**src/hdl/mpmc_pkg.sv**
```systemverilog
package mpmc_pkg;

	// ====================
	// Sizes
	// ====================

	// Number of client ports, and so of command FIFOs
	localparam int NPORTS = 4;
	localparam int PORT_W = $clog2(NPORTS);

	// Memory word address and data widths
	localparam int ADDR_W = 8;
	localparam int DATA_W = 32;

	// Command FIFO geometry; the count needs one more bit than the pointers
	localparam int FIFO_DEPTH = 4;
	localparam int PTR_W = $clog2(FIFO_DEPTH);
	localparam int CNT_W = $clog2(FIFO_DEPTH + 1);

	// Cycles a FIFO stays busy once reset has been released
	localparam int RST_BUSY_CYCLES = 3;
	localparam int BUSY_W = $clog2(RST_BUSY_CYCLES + 1);

	// Words cleared by the calibration pass, starting at address zero
	localparam int CALIB_WORDS = 16;

	// ====================
	// Types
	// ====================

	typedef enum logic [2:0] {CALIB, IDLE, SETUP, ACCESS, RESP} mpmc_state_t;

	// One queued command, 1 + 8 + 32 = 41 bits
	typedef struct packed {
		logic              we;
		logic [ADDR_W-1:0] addr;
		logic [DATA_W-1:0] wdata;
	} mpmc_cmd_t;

endpackage

```
**src/hdl/mpmc_fifo_if.sv**
```systemverilog
// Status, head and pop lines between the command FIFO bank and the controller
interface mpmc_fifo_if;

	// One bit per FIFO, high while the FIFO holds no command
	logic [mpmc_pkg::NPORTS-1:0] empty;

	// One bit per FIFO, high for a few cycles after reset
	logic [mpmc_pkg::NPORTS-1:0] rd_rst_busy;

	// Pop strobes from the controller, one-hot or zero
	logic [mpmc_pkg::NPORTS-1:0] pop;

	// Oldest entry of each FIFO, valid while its empty bit is low
	mpmc_pkg::mpmc_cmd_t head [mpmc_pkg::NPORTS];

	// The FIFO bank reports its state and consumes pops
	modport fifo_side (
		output empty,
		output rd_rst_busy,
		output head,
		input  pop
	);

	// The controller only reads heads and issues pops
	modport ctrl_side (
		input  head,
		output pop
	);

endinterface

```
**src/hdl/mpmc_cmd_fifo.sv**
```systemverilog
module mpmc_cmd_fifo (
	input  logic                clk,
	input  logic                rst,
	input  logic                push,
	input  mpmc_pkg::mpmc_cmd_t cmd,
	input  logic                pop,
	output mpmc_pkg::mpmc_cmd_t head,
	output logic                ready,
	output logic                empty,
	output logic                rd_rst_busy
);

	// Entry storage, written at wr_ptr and read at rd_ptr
	mpmc_pkg::mpmc_cmd_t mem [mpmc_pkg::FIFO_DEPTH];

	logic [mpmc_pkg::PTR_W-1:0]  wr_ptr;
	logic [mpmc_pkg::PTR_W-1:0]  rd_ptr;
	logic [mpmc_pkg::CNT_W-1:0]  count;
	logic [mpmc_pkg::CNT_W-1:0]  count_next;
	logic [mpmc_pkg::BUSY_W-1:0] busy_cnt;
	logic [mpmc_pkg::BUSY_W-1:0] busy_next;
	logic                        do_push;
	logic                        do_pop;

	// A command is taken only when the client sees ready
	assign do_push = push && ready;

	// Popping an empty FIFO is ignored so the count never wraps
	assign do_pop = pop && !empty;

	assign empty = (count == '0);
	assign rd_rst_busy = (busy_cnt != '0);
	assign head = mem[rd_ptr];

	// Next count and busy counter, shared by the state update and by ready
	always_comb
	begin
		count_next = count + mpmc_pkg::CNT_W'(do_push) - mpmc_pkg::CNT_W'(do_pop);
		if (busy_cnt != '0)
			busy_next = busy_cnt - mpmc_pkg::BUSY_W'(1);
		else
			busy_next = busy_cnt;
	end

	// ====================
	// Control state
	// ====================

	// Ready is registered from the next state, so it is already low
	// in the cycle the FIFO becomes full and stays low through reset
	always_ff @(posedge clk)
	begin
		if (rst)
		begin
			wr_ptr <= '0;
			rd_ptr <= '0;
			count <= '0;
			busy_cnt <= mpmc_pkg::BUSY_W'(mpmc_pkg::RST_BUSY_CYCLES);
			ready <= 1'b0;
		end
		else
		begin
			// Pointers wrap on their own because the depth is a power of two
			if (do_push)
				wr_ptr <= wr_ptr + 1'b1;
			if (do_pop)
				rd_ptr <= rd_ptr + 1'b1;
			count <= count_next;
			busy_cnt <= busy_next;
			ready <= (busy_next == '0) && (count_next != mpmc_pkg::CNT_W'(mpmc_pkg::FIFO_DEPTH));
		end
	end

	// Entry payload
	always_ff @(posedge clk)
	begin
		if (do_push)
			mem[wr_ptr] <= cmd;
	end

endmodule

```
**src/hdl/mpmc_rd_fifo_gen.sv**
```systemverilog
// Builds the vector of FIFOs the controller may serve next.
// The vector is registered, so it always trails the state by one cycle
module mpmc_rd_fifo_gen (
	input  logic                        clk,
	input  logic                        rst,
	input  mpmc_pkg::mpmc_state_t       state,
	input  logic [mpmc_pkg::NPORTS-1:0] empty,
	input  logic [mpmc_pkg::NPORTS-1:0] rd_rst_busy,
	input  logic                        calib_complete,
	output logic [mpmc_pkg::NPORTS-1:0] rd
);

	logic [mpmc_pkg::NPORTS-1:0] next_rd;

	// Only an idle controller gets candidates, and only after calibration
	always_comb
	begin
		next_rd = '0;
		if (state == mpmc_pkg::IDLE && calib_complete)
		begin
			for (int i = 0; i < mpmc_pkg::NPORTS; i++)
			begin
				// A FIFO still settling after reset is skipped even if it has data
				next_rd[i] = !empty[i] && !rd_rst_busy[i];
			end
		end
	end

	always_ff @(posedge clk)
	begin
		if (rst)
			rd <= '0;
		else
			rd <= next_rd;
	end

endmodule

```
**src/hdl/mpmc_port_sel.sv**
```systemverilog
module mpmc_port_sel (
	input  logic                        clk,
	input  logic                        rst,
	input  logic [mpmc_pkg::NPORTS-1:0] rd,
	input  logic                        take,
	output logic [mpmc_pkg::NPORTS-1:0] grant,
	output logic [mpmc_pkg::PORT_W-1:0] grant_idx
);

	// Index of the port served most recently
	logic [mpmc_pkg::PORT_W-1:0] last;

	// Round-robin search that starts one past the last served port.
	// The last served port itself is checked last, so it wins only when alone
	always_comb
	begin
		logic                        found;
		logic [mpmc_pkg::PORT_W-1:0] idx;
		found = 1'b0;
		grant = '0;
		grant_idx = '0;
		for (int k = 1; k <= mpmc_pkg::NPORTS; k++)
		begin
			// Wraps modulo NPORTS through truncation
			idx = mpmc_pkg::PORT_W'(int'(last) + k);
			if (!found && rd[idx])
			begin
				found = 1'b1;
				grant[idx] = 1'b1;
				grant_idx = idx;
			end
		end
	end

	// Starting from the top index gives port 0 priority after reset
	always_ff @(posedge clk)
	begin
		if (rst)
			last <= mpmc_pkg::PORT_W'(mpmc_pkg::NPORTS - 1);
		else if (take)
			last <= grant_idx;
	end

endmodule

```
**src/hdl/mpmc_ctrl.sv**
```systemverilog
module mpmc_ctrl (
	input  logic                        clk,
	input  logic                        rst,
	mpmc_fifo_if.ctrl_side              fifo,
	input  logic [mpmc_pkg::NPORTS-1:0] rd,
	input  logic [mpmc_pkg::NPORTS-1:0] grant,
	input  logic [mpmc_pkg::PORT_W-1:0] grant_idx,
	output logic                        take,
	output mpmc_pkg::mpmc_state_t       state,
	output logic                        calib_complete,
	output logic [mpmc_pkg::ADDR_W-1:0] paddr,
	output logic                        psel,
	output logic                        penable,
	output logic                        pwrite,
	output logic [mpmc_pkg::DATA_W-1:0] pwdata,
	input  logic [mpmc_pkg::DATA_W-1:0] prdata,
	input  logic                        pready,
	input  logic                        pslverr,
	output logic [mpmc_pkg::NPORTS-1:0] rsp_valid,
	output logic [mpmc_pkg::DATA_W-1:0] rsp_data,
	output logic                        rsp_err
);

	// Next word to clear during calibration
	logic [mpmc_pkg::ADDR_W-1:0] calib_addr;

	// Command in flight and the port that issued it
	mpmc_pkg::mpmc_cmd_t         cur_cmd;
	logic [mpmc_pkg::PORT_W-1:0] cur_port;

	// High in the last cycle of an APB transfer
	logic xfer_done;

	// ====================
	// Outputs
	// ====================

	// The rd vector is zero whenever the controller has just come back to IDLE
	assign take = (state == mpmc_pkg::IDLE) && (rd != '0);
	assign fifo.pop = take ? grant : '0;

	// APB phases follow the state directly; the bus lines come from the latched command
	assign psel = (state == mpmc_pkg::SETUP) || (state == mpmc_pkg::ACCESS);
	assign penable = (state == mpmc_pkg::ACCESS);
	assign paddr = cur_cmd.addr;
	assign pwrite = cur_cmd.we;
	assign pwdata = cur_cmd.wdata;
	assign xfer_done = penable && pready;

	// One pulse on the issuing port's bit
	always_comb
	begin
		rsp_valid = '0;
		if (state == mpmc_pkg::RESP)
			rsp_valid[cur_port] = 1'b1;
	end

	// ====================
	// State machine
	// ====================

	always_ff @(posedge clk)
	begin
		if (rst)
		begin
			state <= mpmc_pkg::CALIB;
			calib_complete <= 1'b0;
			calib_addr <= '0;
		end
		else
		begin
			case (state)
			mpmc_pkg::CALIB:
				state <= mpmc_pkg::SETUP;
			mpmc_pkg::IDLE:
				if (take)
					state <= mpmc_pkg::SETUP;
			mpmc_pkg::SETUP:
				state <= mpmc_pkg::ACCESS;
			mpmc_pkg::ACCESS:
				if (xfer_done)
				begin
					// Calibration writes loop back without a client response
					if (calib_complete)
						state <= mpmc_pkg::RESP;
					else if (calib_addr == mpmc_pkg::ADDR_W'(mpmc_pkg::CALIB_WORDS - 1))
					begin
						calib_complete <= 1'b1;
						state <= mpmc_pkg::IDLE;
					end
					else
					begin
						calib_addr <= calib_addr + 1'b1;
						state <= mpmc_pkg::CALIB;
					end
				end
			mpmc_pkg::RESP:
				state <= mpmc_pkg::IDLE;
			default:
				state <= mpmc_pkg::IDLE;
			endcase
		end
	end

	// Command latch and response capture
	always_ff @(posedge clk)
	begin
		// A calibration step is an ordinary write of zero
		if (state == mpmc_pkg::CALIB)
		begin
			cur_cmd.we <= 1'b1;
			cur_cmd.addr <= calib_addr;
			cur_cmd.wdata <= '0;
		end
		else if (take)
		begin
			cur_cmd <= fifo.head[grant_idx];
			cur_port <= grant_idx;
		end
		// Writes answer with zero data
		if (xfer_done)
		begin
			rsp_data <= cur_cmd.we ? '0 : prdata;
			rsp_err <= pslverr;
		end
	end

endmodule

```
**src/hdl/mpmc_top.sv**
```systemverilog
module mpmc_top (
	input  logic                                 clk,
	input  logic                                 rst,
	// Client command streams
	input  logic [mpmc_pkg::NPORTS-1:0]          cmd_valid,
	output logic [mpmc_pkg::NPORTS-1:0]          cmd_ready,
	input  logic [mpmc_pkg::NPORTS-1:0]          cmd_we,
	input  logic [mpmc_pkg::NPORTS*mpmc_pkg::ADDR_W-1:0] cmd_addr,
	input  logic [mpmc_pkg::NPORTS*mpmc_pkg::DATA_W-1:0] cmd_wdata,
	// Client responses
	output logic [mpmc_pkg::NPORTS-1:0]          rsp_valid,
	output logic [mpmc_pkg::DATA_W-1:0]          rsp_data,
	output logic                                 rsp_err,
	// APB requester toward the memory
	output logic [mpmc_pkg::ADDR_W-1:0]          paddr,
	output logic                                 psel,
	output logic                                 penable,
	output logic                                 pwrite,
	output logic [mpmc_pkg::DATA_W-1:0]          pwdata,
	input  logic [mpmc_pkg::DATA_W-1:0]          prdata,
	input  logic                                 pready,
	input  logic                                 pslverr,
	output logic                                 calib_complete
);

	mpmc_fifo_if fifo_bus ();

	mpmc_pkg::mpmc_cmd_t         cmd_ent [mpmc_pkg::NPORTS];
	mpmc_pkg::mpmc_state_t       state;
	logic [mpmc_pkg::NPORTS-1:0] rd;
	logic [mpmc_pkg::NPORTS-1:0] grant;
	logic [mpmc_pkg::PORT_W-1:0] grant_idx;
	logic                        take;

	// ====================
	// Command FIFO bank
	// ====================

	for (genvar i = 0; i < mpmc_pkg::NPORTS; i++)
	begin : g_port
		// Slice the packed client buses into one entry per port
		assign cmd_ent[i].we = cmd_we[i];
		assign cmd_ent[i].addr = cmd_addr[i*mpmc_pkg::ADDR_W +: mpmc_pkg::ADDR_W];
		assign cmd_ent[i].wdata = cmd_wdata[i*mpmc_pkg::DATA_W +: mpmc_pkg::DATA_W];

		// Valid goes straight in as push; the FIFO qualifies it with ready
		mpmc_cmd_fifo u_cmd_fifo (
			.clk         (clk),
			.rst         (rst),
			.push        (cmd_valid[i]),
			.cmd         (cmd_ent[i]),
			.pop         (fifo_bus.pop[i]),
			.head        (fifo_bus.head[i]),
			.ready       (cmd_ready[i]),
			.empty       (fifo_bus.empty[i]),
			.rd_rst_busy (fifo_bus.rd_rst_busy[i])
		);
	end

	mpmc_rd_fifo_gen u_rd_fifo_gen (
		.clk            (clk),
		.rst            (rst),
		.state          (state),
		.empty          (fifo_bus.empty),
		.rd_rst_busy    (fifo_bus.rd_rst_busy),
		.calib_complete (calib_complete),
		.rd             (rd)
	);

	mpmc_port_sel u_port_sel (
		.clk       (clk),
		.rst       (rst),
		.rd        (rd),
		.take      (take),
		.grant     (grant),
		.grant_idx (grant_idx)
	);

	mpmc_ctrl u_ctrl (
		.clk            (clk),
		.rst            (rst),
		.fifo           (fifo_bus.ctrl_side),
		.rd             (rd),
		.grant          (grant),
		.grant_idx      (grant_idx),
		.take           (take),
		.state          (state),
		.calib_complete (calib_complete),
		.paddr          (paddr),
		.psel           (psel),
		.penable        (penable),
		.pwrite         (pwrite),
		.pwdata         (pwdata),
		.prdata         (prdata),
		.pready         (pready),
		.pslverr        (pslverr),
		.rsp_valid      (rsp_valid),
		.rsp_data       (rsp_data),
		.rsp_err        (rsp_err)
	);

endmodule

```
**config.mk**
```make
export PLATFORM = sky130hd
export DESIGN_NAME = mpmc_top
export DESIGN_NICKNAME = d
export VERILOG_FILES = /design/src/hdl/mpmc_pkg.sv /design/src/hdl/mpmc_fifo_if.sv /design/src/hdl/mpmc_cmd_fifo.sv /design/src/hdl/mpmc_rd_fifo_gen.sv /design/src/hdl/mpmc_port_sel.sv /design/src/hdl/mpmc_ctrl.sv /design/src/hdl/mpmc_top.sv
export SDC_FILE = /design/constraint.sdc
export NUM_CORES = 1
export LEC_CHECK = 0
export CAP_MARGIN = 40
export CORE_ASPECT_RATIO = 1.2
export CORE_MARGIN = 3
export CORE_UTILIZATION = 57
export DETAILED_ROUTE_END_ITERATION = 10
export DONT_BUFFER_PORTS = 1
export PLACE_DENSITY = 0.78
export SYNTH_ARGS = -nofsm -noshare
export SYNTH_HDL_FRONTEND = slang
export SYNTH_SLANG_ARGS = --single-unit
export TNS_END_PERCENT = 5
```
**constraint.sdc**
```tcl
create_clock -name clk -period 4.3 [get_ports clk]
set_input_delay 0.86 -clock clk [delete_from_list [all_inputs] [get_ports clk]]
set_output_delay 0.86 -clock clk [all_outputs]
set_load 0.02 [all_outputs]
```
* Word-level counts from Yosys, hierarchy flattened *
Memories as Yosys holds them, arrays and structs flattened. A register that Yosys moved wholly into a read port is not among the register bits.
Index checks and enable logic that the tools add are counted.

storage, ports and cells
  input bits = 204
  memory bits (writable) = 656
  register bits = 134
  output and inout bits = 85
  word-level logic and storage cells = 212
  memories kept = 4

memory list
  memory                    depth  width  rd ports  clocked after memory_dff  wr ports  RTL line             text
  g_port[0].u_cmd_fifo.mem  4      41     1         1                         1         mpmc_cmd_fifo.sv:14  mpmc_pkg::mpmc_cmd_t mem [mpmc_pkg::FIFO_DEPTH];
  g_port[1].u_cmd_fifo.mem  4      41     1         1                         1         mpmc_cmd_fifo.sv:14
  g_port[2].u_cmd_fifo.mem  4      41     1         1                         1         mpmc_cmd_fifo.sv:14
  g_port[3].u_cmd_fifo.mem  4      41     1         1                         1         mpmc_cmd_fifo.sv:14

operators by class
  order comparisons = 11
  reductions and logical operators = 59
  eq/ne operators = 11
  bitwise operators = 8
  $add $sub $neg = 25
  multiplexer cells = 63

operators by type and width
  cell                 number
  $bmux 41 s2          1
  $mux 41              2
  $mux 40              2
  $mux 2               16
  $logic_and 1x1->1    27
  $mux 4               6
  $mux 1               23
  $add 2x1->2 const B  10
  $logic_not 3->1      5
  $lt 2x3->1 const B   5
  $add 3x1->3          4
  $ne 3x3->1 const B   4
  $or 4x4->4           3
  $pmux 3 s4           1
  $sub 3x1->3          4
  $logic_not 1->1      11
  $demux 1 s2          5
  $ge 2x1->1 const B   5
  $reduce_bool 2->1    5
  $mux 3               3
  $add 8x1->8 const B  1
  $bmux 1 s2           4
  $eq 8x4->1 const B   1
  $logic_not 2->1      4
  15 further kinds     25

* Longest topological paths before layout *
  depth in word-level cells = 19
  depth in mapped cells = 19
  depth with buffers taken out = 15

* Hierarchy *
Synthesis repeated with hierarchy kept, for this count alone.

unflattened totals
  cell total of the unflattened synthesis = 1461
  area, all modules = 31233.7 um^2

by module, submodules not included
  module            cells each  area each (um^2)  sequential area each (um^2)  instances
  mpmc_cmd_fifo     271         6547.5            5165.0                       4
  mpmc_ctrl         296         4260.3            2192.1                       1
  mpmc_port_sel     71          626.9             40.0                         1
  mpmc_rd_fifo_gen  10          156.4             80.1                         1

* Worst setup path after synthesis *
No wires, ideal clock.

  path kind = reg-to-reg
  from = reg u_port_sel.last[0] (netlist bit)
  to = reg g_port[3].u_cmd_fifo.ready
  setup slack = -0.268 ns
  stages on the path, launching flop included = 20
  library setup time = 0.130 ns
  arrival = 4.438 ns
  required time = 4.170 ns
  clock period less this slack = 4.568 ns
  path buffers = 4
  cell sequence = dfxtp_1 buf_2 inv_1 clkbuf_1 clkbuf_1 ha_1 buf_2 mux4_2 nor4b_4 nand2_1 a21oi_1 ha_1 inv_1 ha_1 inv_1 fa_1 xor2_1 xnor2_1 nor3b_1 nor3_1

between the ends
  cells in the longest elaborated chain, start to end = 18
  elaborated cells between the ends (all ways) = 53
  classes of those cells = add/sub (5); order compare (8); eq/ne (1); mux (24); bitwise (3); reduce/logical (12)

RTL lines
  element                                              RTL line             text
  from (decl)                                          mpmc_port_sel.sv:11  logic [mpmc_pkg::PORT_W-1:0] last;
  from (signal assigned)                               mpmc_port_sel.sv:39  last <= mpmc_pkg::PORT_W'(mpmc_pkg::NPORTS - 1);
  from (signal assigned)                               mpmc_port_sel.sv:41  last <= grant_idx;
  branches (longest 12 deep; another with $lt 2x3->1)  --
  $mux 4 (*)                                           mpmc_port_sel.sv:26  if (!found && rd[idx])
  $mux 4 (*)                                           mpmc_ctrl.sv:40      assign fifo.pop = take ? grant : '0;
  $logic_and 1x1->1 (*)                                mpmc_cmd_fifo.sv:29  assign do_pop = pop && !empty;
  named net g_port[3].u_cmd_fifo.do_pop                mpmc_cmd_fifo.sv:23  logic do_pop;
  $sub 3x1->3 (*)                                      mpmc_cmd_fifo.sv:38  count_next = count + mpmc_pkg::CNT_W'(do_push) - mpmc_pkg::CNT_W'(do_pop);
  $ne 3x3->1 (*)                                       mpmc_cmd_fifo.sv:70  ready <= (busy_next == '0) && (count_next != mpmc_pkg::CNT_W'(mpmc_pkg::FIFO_DEPTH));
  $logic_and 1x1->1 (*)                                mpmc_cmd_fifo.sv:70
  to (signal assigned)                                 mpmc_cmd_fifo.sv:70
  to (decl)                                            mpmc_cmd_fifo.sv:8   output logic ready,

Mark *: on every way through the listed nets, which the timed path passes. The select of a mux whose other input is x is not followed.
A chain may end at the register's enable or synchronous reset.

* Final worst setup path *
  from = reg u_port_sel.last[1] (netlist bit)
  to = reg g_port[3].u_cmd_fifo.ready

The elaborated chain is that of the path after synthesis.

==> metrics.txt <==
run status=finished, final reports clean; Vias/cell=6.61; placed insts=2370; count leader, synth=edfxtp_1; Final Skew=24.0 ps; layout cells sized above 1=0.223; yosys warns=0; gr ovfl total=0; Final setup viols=0; Crit Path Max Fanout=10; post-CTS sizing=0; Period minus WS final=3990 ps; Sinks on Clock Net=798; power per cell area=439 mW/mm2; FFs w/ async S/R, synth=0; Synth area leaders=edfxtp_1 66%, mux4_2 12%, dfxtp_1 6.2%, o211ai_1 4.7%, clkbuf_1 1.3%; Internal=12.6 mW; Critical Path Slowest Stage Cell=mux4_2; Total Routing Usage GR=0.255; setup repair bufs after CTS=0; Peak VDD IR=0.363 mV; most common flop cell mapped by yosys=edfxtp_1; fin cells=2514; wire per inst=29.8 um; Comb power frac=0.013; DR vias=16.6k; Worst slew margin=0.431; worst slew pin tran=851 ps; area occupied by registers=0.0230 mm2; total iterations of the first detailed-routing run=6; share of the synthesized area in the top cell type=0.658; Die ar.=0.0588 mm2; fmax=251 MHz; Place WS=354 ps; EDFF count, synth=699; crit end category=flop; Critical Path Start Type=flop; share of total power in the clock network=0.440; Die Y-Extent=265 um; setup TNS=0 ps; 1st-iter DRT viols=1926; switching part of the total=0.193; count of state elements after synthesis=798; Synth Instances=1733; Crit path max-delay family=adder cells; CTS buffer count=77; number of diodes=0; Final Hold Viols=0; vias in the first global route=17.1k; syn_area_per_cell=18.4 um2; row count=94; P_sw=3.01 mW; end-of-flow core utilization=0.646; Synth-to-Final Area Change=11.5%; met3 Use GR=0.0966; share of power burned in registers=0.547; CTS root buffer=clkbuf_16; synth cell count leaders=699 x edfxtp_1, 200 x o211ai_1, 168 x mux4_2, 114 x clkbuf_1, 99 x dfxtp_1; CP required=4800 ps; Crit path arrival time=4490 ps; buffer depth of the longest clock path=3; Leak=11.1 nW; DP HPWL=50900 um; Max H-tree Level=3; initial antenna violation count=0; Die W=222 um; Clk Latency, worst-skew pair=630 ps; Final nets=1970; Synth area leader=edfxtp_1; synth unique cells=52; Fillers=3575; RSZ-0062 raised after global routing=no; Tcrit/Tclk final=0.928; DRC errors left=0; global-route wire length before repair=112000 um; largest net degree at the start of global routing=64; register area share after synthesis=0.721; Post-DRT Antenna Nets=0; Clock Pin Slew Worst Setup and Hold Paths=70 ps; Final WS setup=310 ps; total wire length=74900 um; Core ar.=0.0550 mm2; most used routing layer=met2; gpl congestion=0.875; worst path cell trace=inv_1 > ha_1 > mux4_2 > nor4b_4 > nand2_1 > a21oi_2 > ha_1 > inv_1 > ha_1 > inv_1 > fa_1 > xor2_1 > xnor2_1 > nor3b_1 > nor3_1; met2 Use GR=0.417; critical path class=reg2reg; maxcap violations=0; hold crit path type=in2reg; footprint of the multi-input gates=0.00825 mm2; Post-Syn Area=0.0319 mm2; Max Slew Vio Count=0; worst path bufs/invs=3; Initial Util=0.579; Crit path largest cell delay=650 ps; CTS Hold Bufs=0; Post-Syn Nets=1974; hold_ws=325 ps; met1 usage=0.318; CTS tree=done; port buffer count=0; I/O pin total=289
-- power groups by stage --
stage / clock network [mW] / registers (mW) / logic [mW]
finish: 6.88 / 8.55 / 0.197
global placement: 0 / 8.71 / 0.183
CTS: 6.98 / 8.55 / 0.197
detailed placement: 0 / 8.71 / 0.195
global route: 7.28 / 8.55 / 0.212
floorplan: 0 / 8.69 / 0.146
-- logic make-up after synthesis --
| family | count (synthesis) | share of synthesized area |
|---|---|---|
| flops | 798 | 0.721 |
| compound gates | 286 | 0.0705 |
| simple gates | 232 | 0.0411 |
| mux | 186 | 0.125 |
| buf+inv | 176 | 0.0225 |
| fa+ha+maj | 37 | 0.0155 |
| xor+xnor | 18 | 0.00495 |
-- state kept, by name (all words and copies together), names as in the netlist, 8 cells and up, named ones only --
| name | cells |
|---|---|
| g_port.u_cmd_fifo.count | 12 |
| g_port.u_cmd_fifo.rd_ptr | 8 |
| g_port.u_cmd_fifo.wr_ptr | 8 |
| g_port.u_cmd_fifo.busy_cnt | 8 |
| u_ctrl.pwdata | 32 |
| g_port.u_cmd_fifo.mem | 656 |
| u_ctrl.calib_addr | 8 |
| u_ctrl.rsp_data | 32 |
| u_ctrl.paddr | 8 |
-- worst paths after layout --
check	cells after the start	slack, ps	startpoint	end
min reg2reg	1	450	g_port[0].u_cmd_fifo.busy_cnt[0]	u_rd_fifo_gen.rd[0]
min	0	330	cmd_wdata[5]	g_port[0].u_cmd_fifo.mem[1][5]
max	15	310	u_port_sel.last[1]	g_port[3].u_cmd_fifo.ready
max reg2reg	15	310	u_port_sel.last[1]	g_port[3].u_cmd_fifo.ready
-- worst reg2reg max path, delay by kind of cell (launching register included) --
family                   cells  cell delay [ps]
flip-flops                   1              330
buffers and inverters        3              220
XOR/XNOR                     2              300
adder cells (fa/ha/maj)      4             1140
multiplexers                 1              650
AND/OR/NAND/NOR              4              990
AO/OA/AOI/OAI                1              260
-- stage by stage --
step / area, um2 / power [mW]
floorplan: 31900 / 8.84
global placement: 32600 / 8.89
detailed placement: 32900 / 8.91
CTS: 35600 / 15.7
global route: 35600 / 16.0
finish: 35600 / 15.6
-- cell type report --
class                      count  share of cell area
tap                          720              0.0253
clock inverter                45              0.0131
sequential                   798               0.646
multi-input combinational    759               0.232
timing repair buffer          57              0.0189
clock buffer                  99              0.0604
inverter                      36             0.00380
-- cell usage in the layout, fill, tap and decap left out, drive strengths merged, types with 8 or more instances in the layout --
master  count
nor2b      45
a32o       40
nand4      43
o211ai    200
a21oi      14
xor2        8
nand2      30
inv        41
a21o        8
nor3       10
mux4      168
clkinv     31
ha         33
mux2       14
clkbuf     99
and3       17
bufinv      8
edfxtp    699
dfxtp      99
xnor2      10
buf        57
nor2       43
-- routing by layer --
layer  vias to the layer above  part of all wire
met2                       803              0.49
met4                         0             0.034
li1                       7124                 -
met5                         -                 0
met1                      8550              0.36
met3                       136              0.11
No activity file was read; power rests on OpenSTA's default activity.
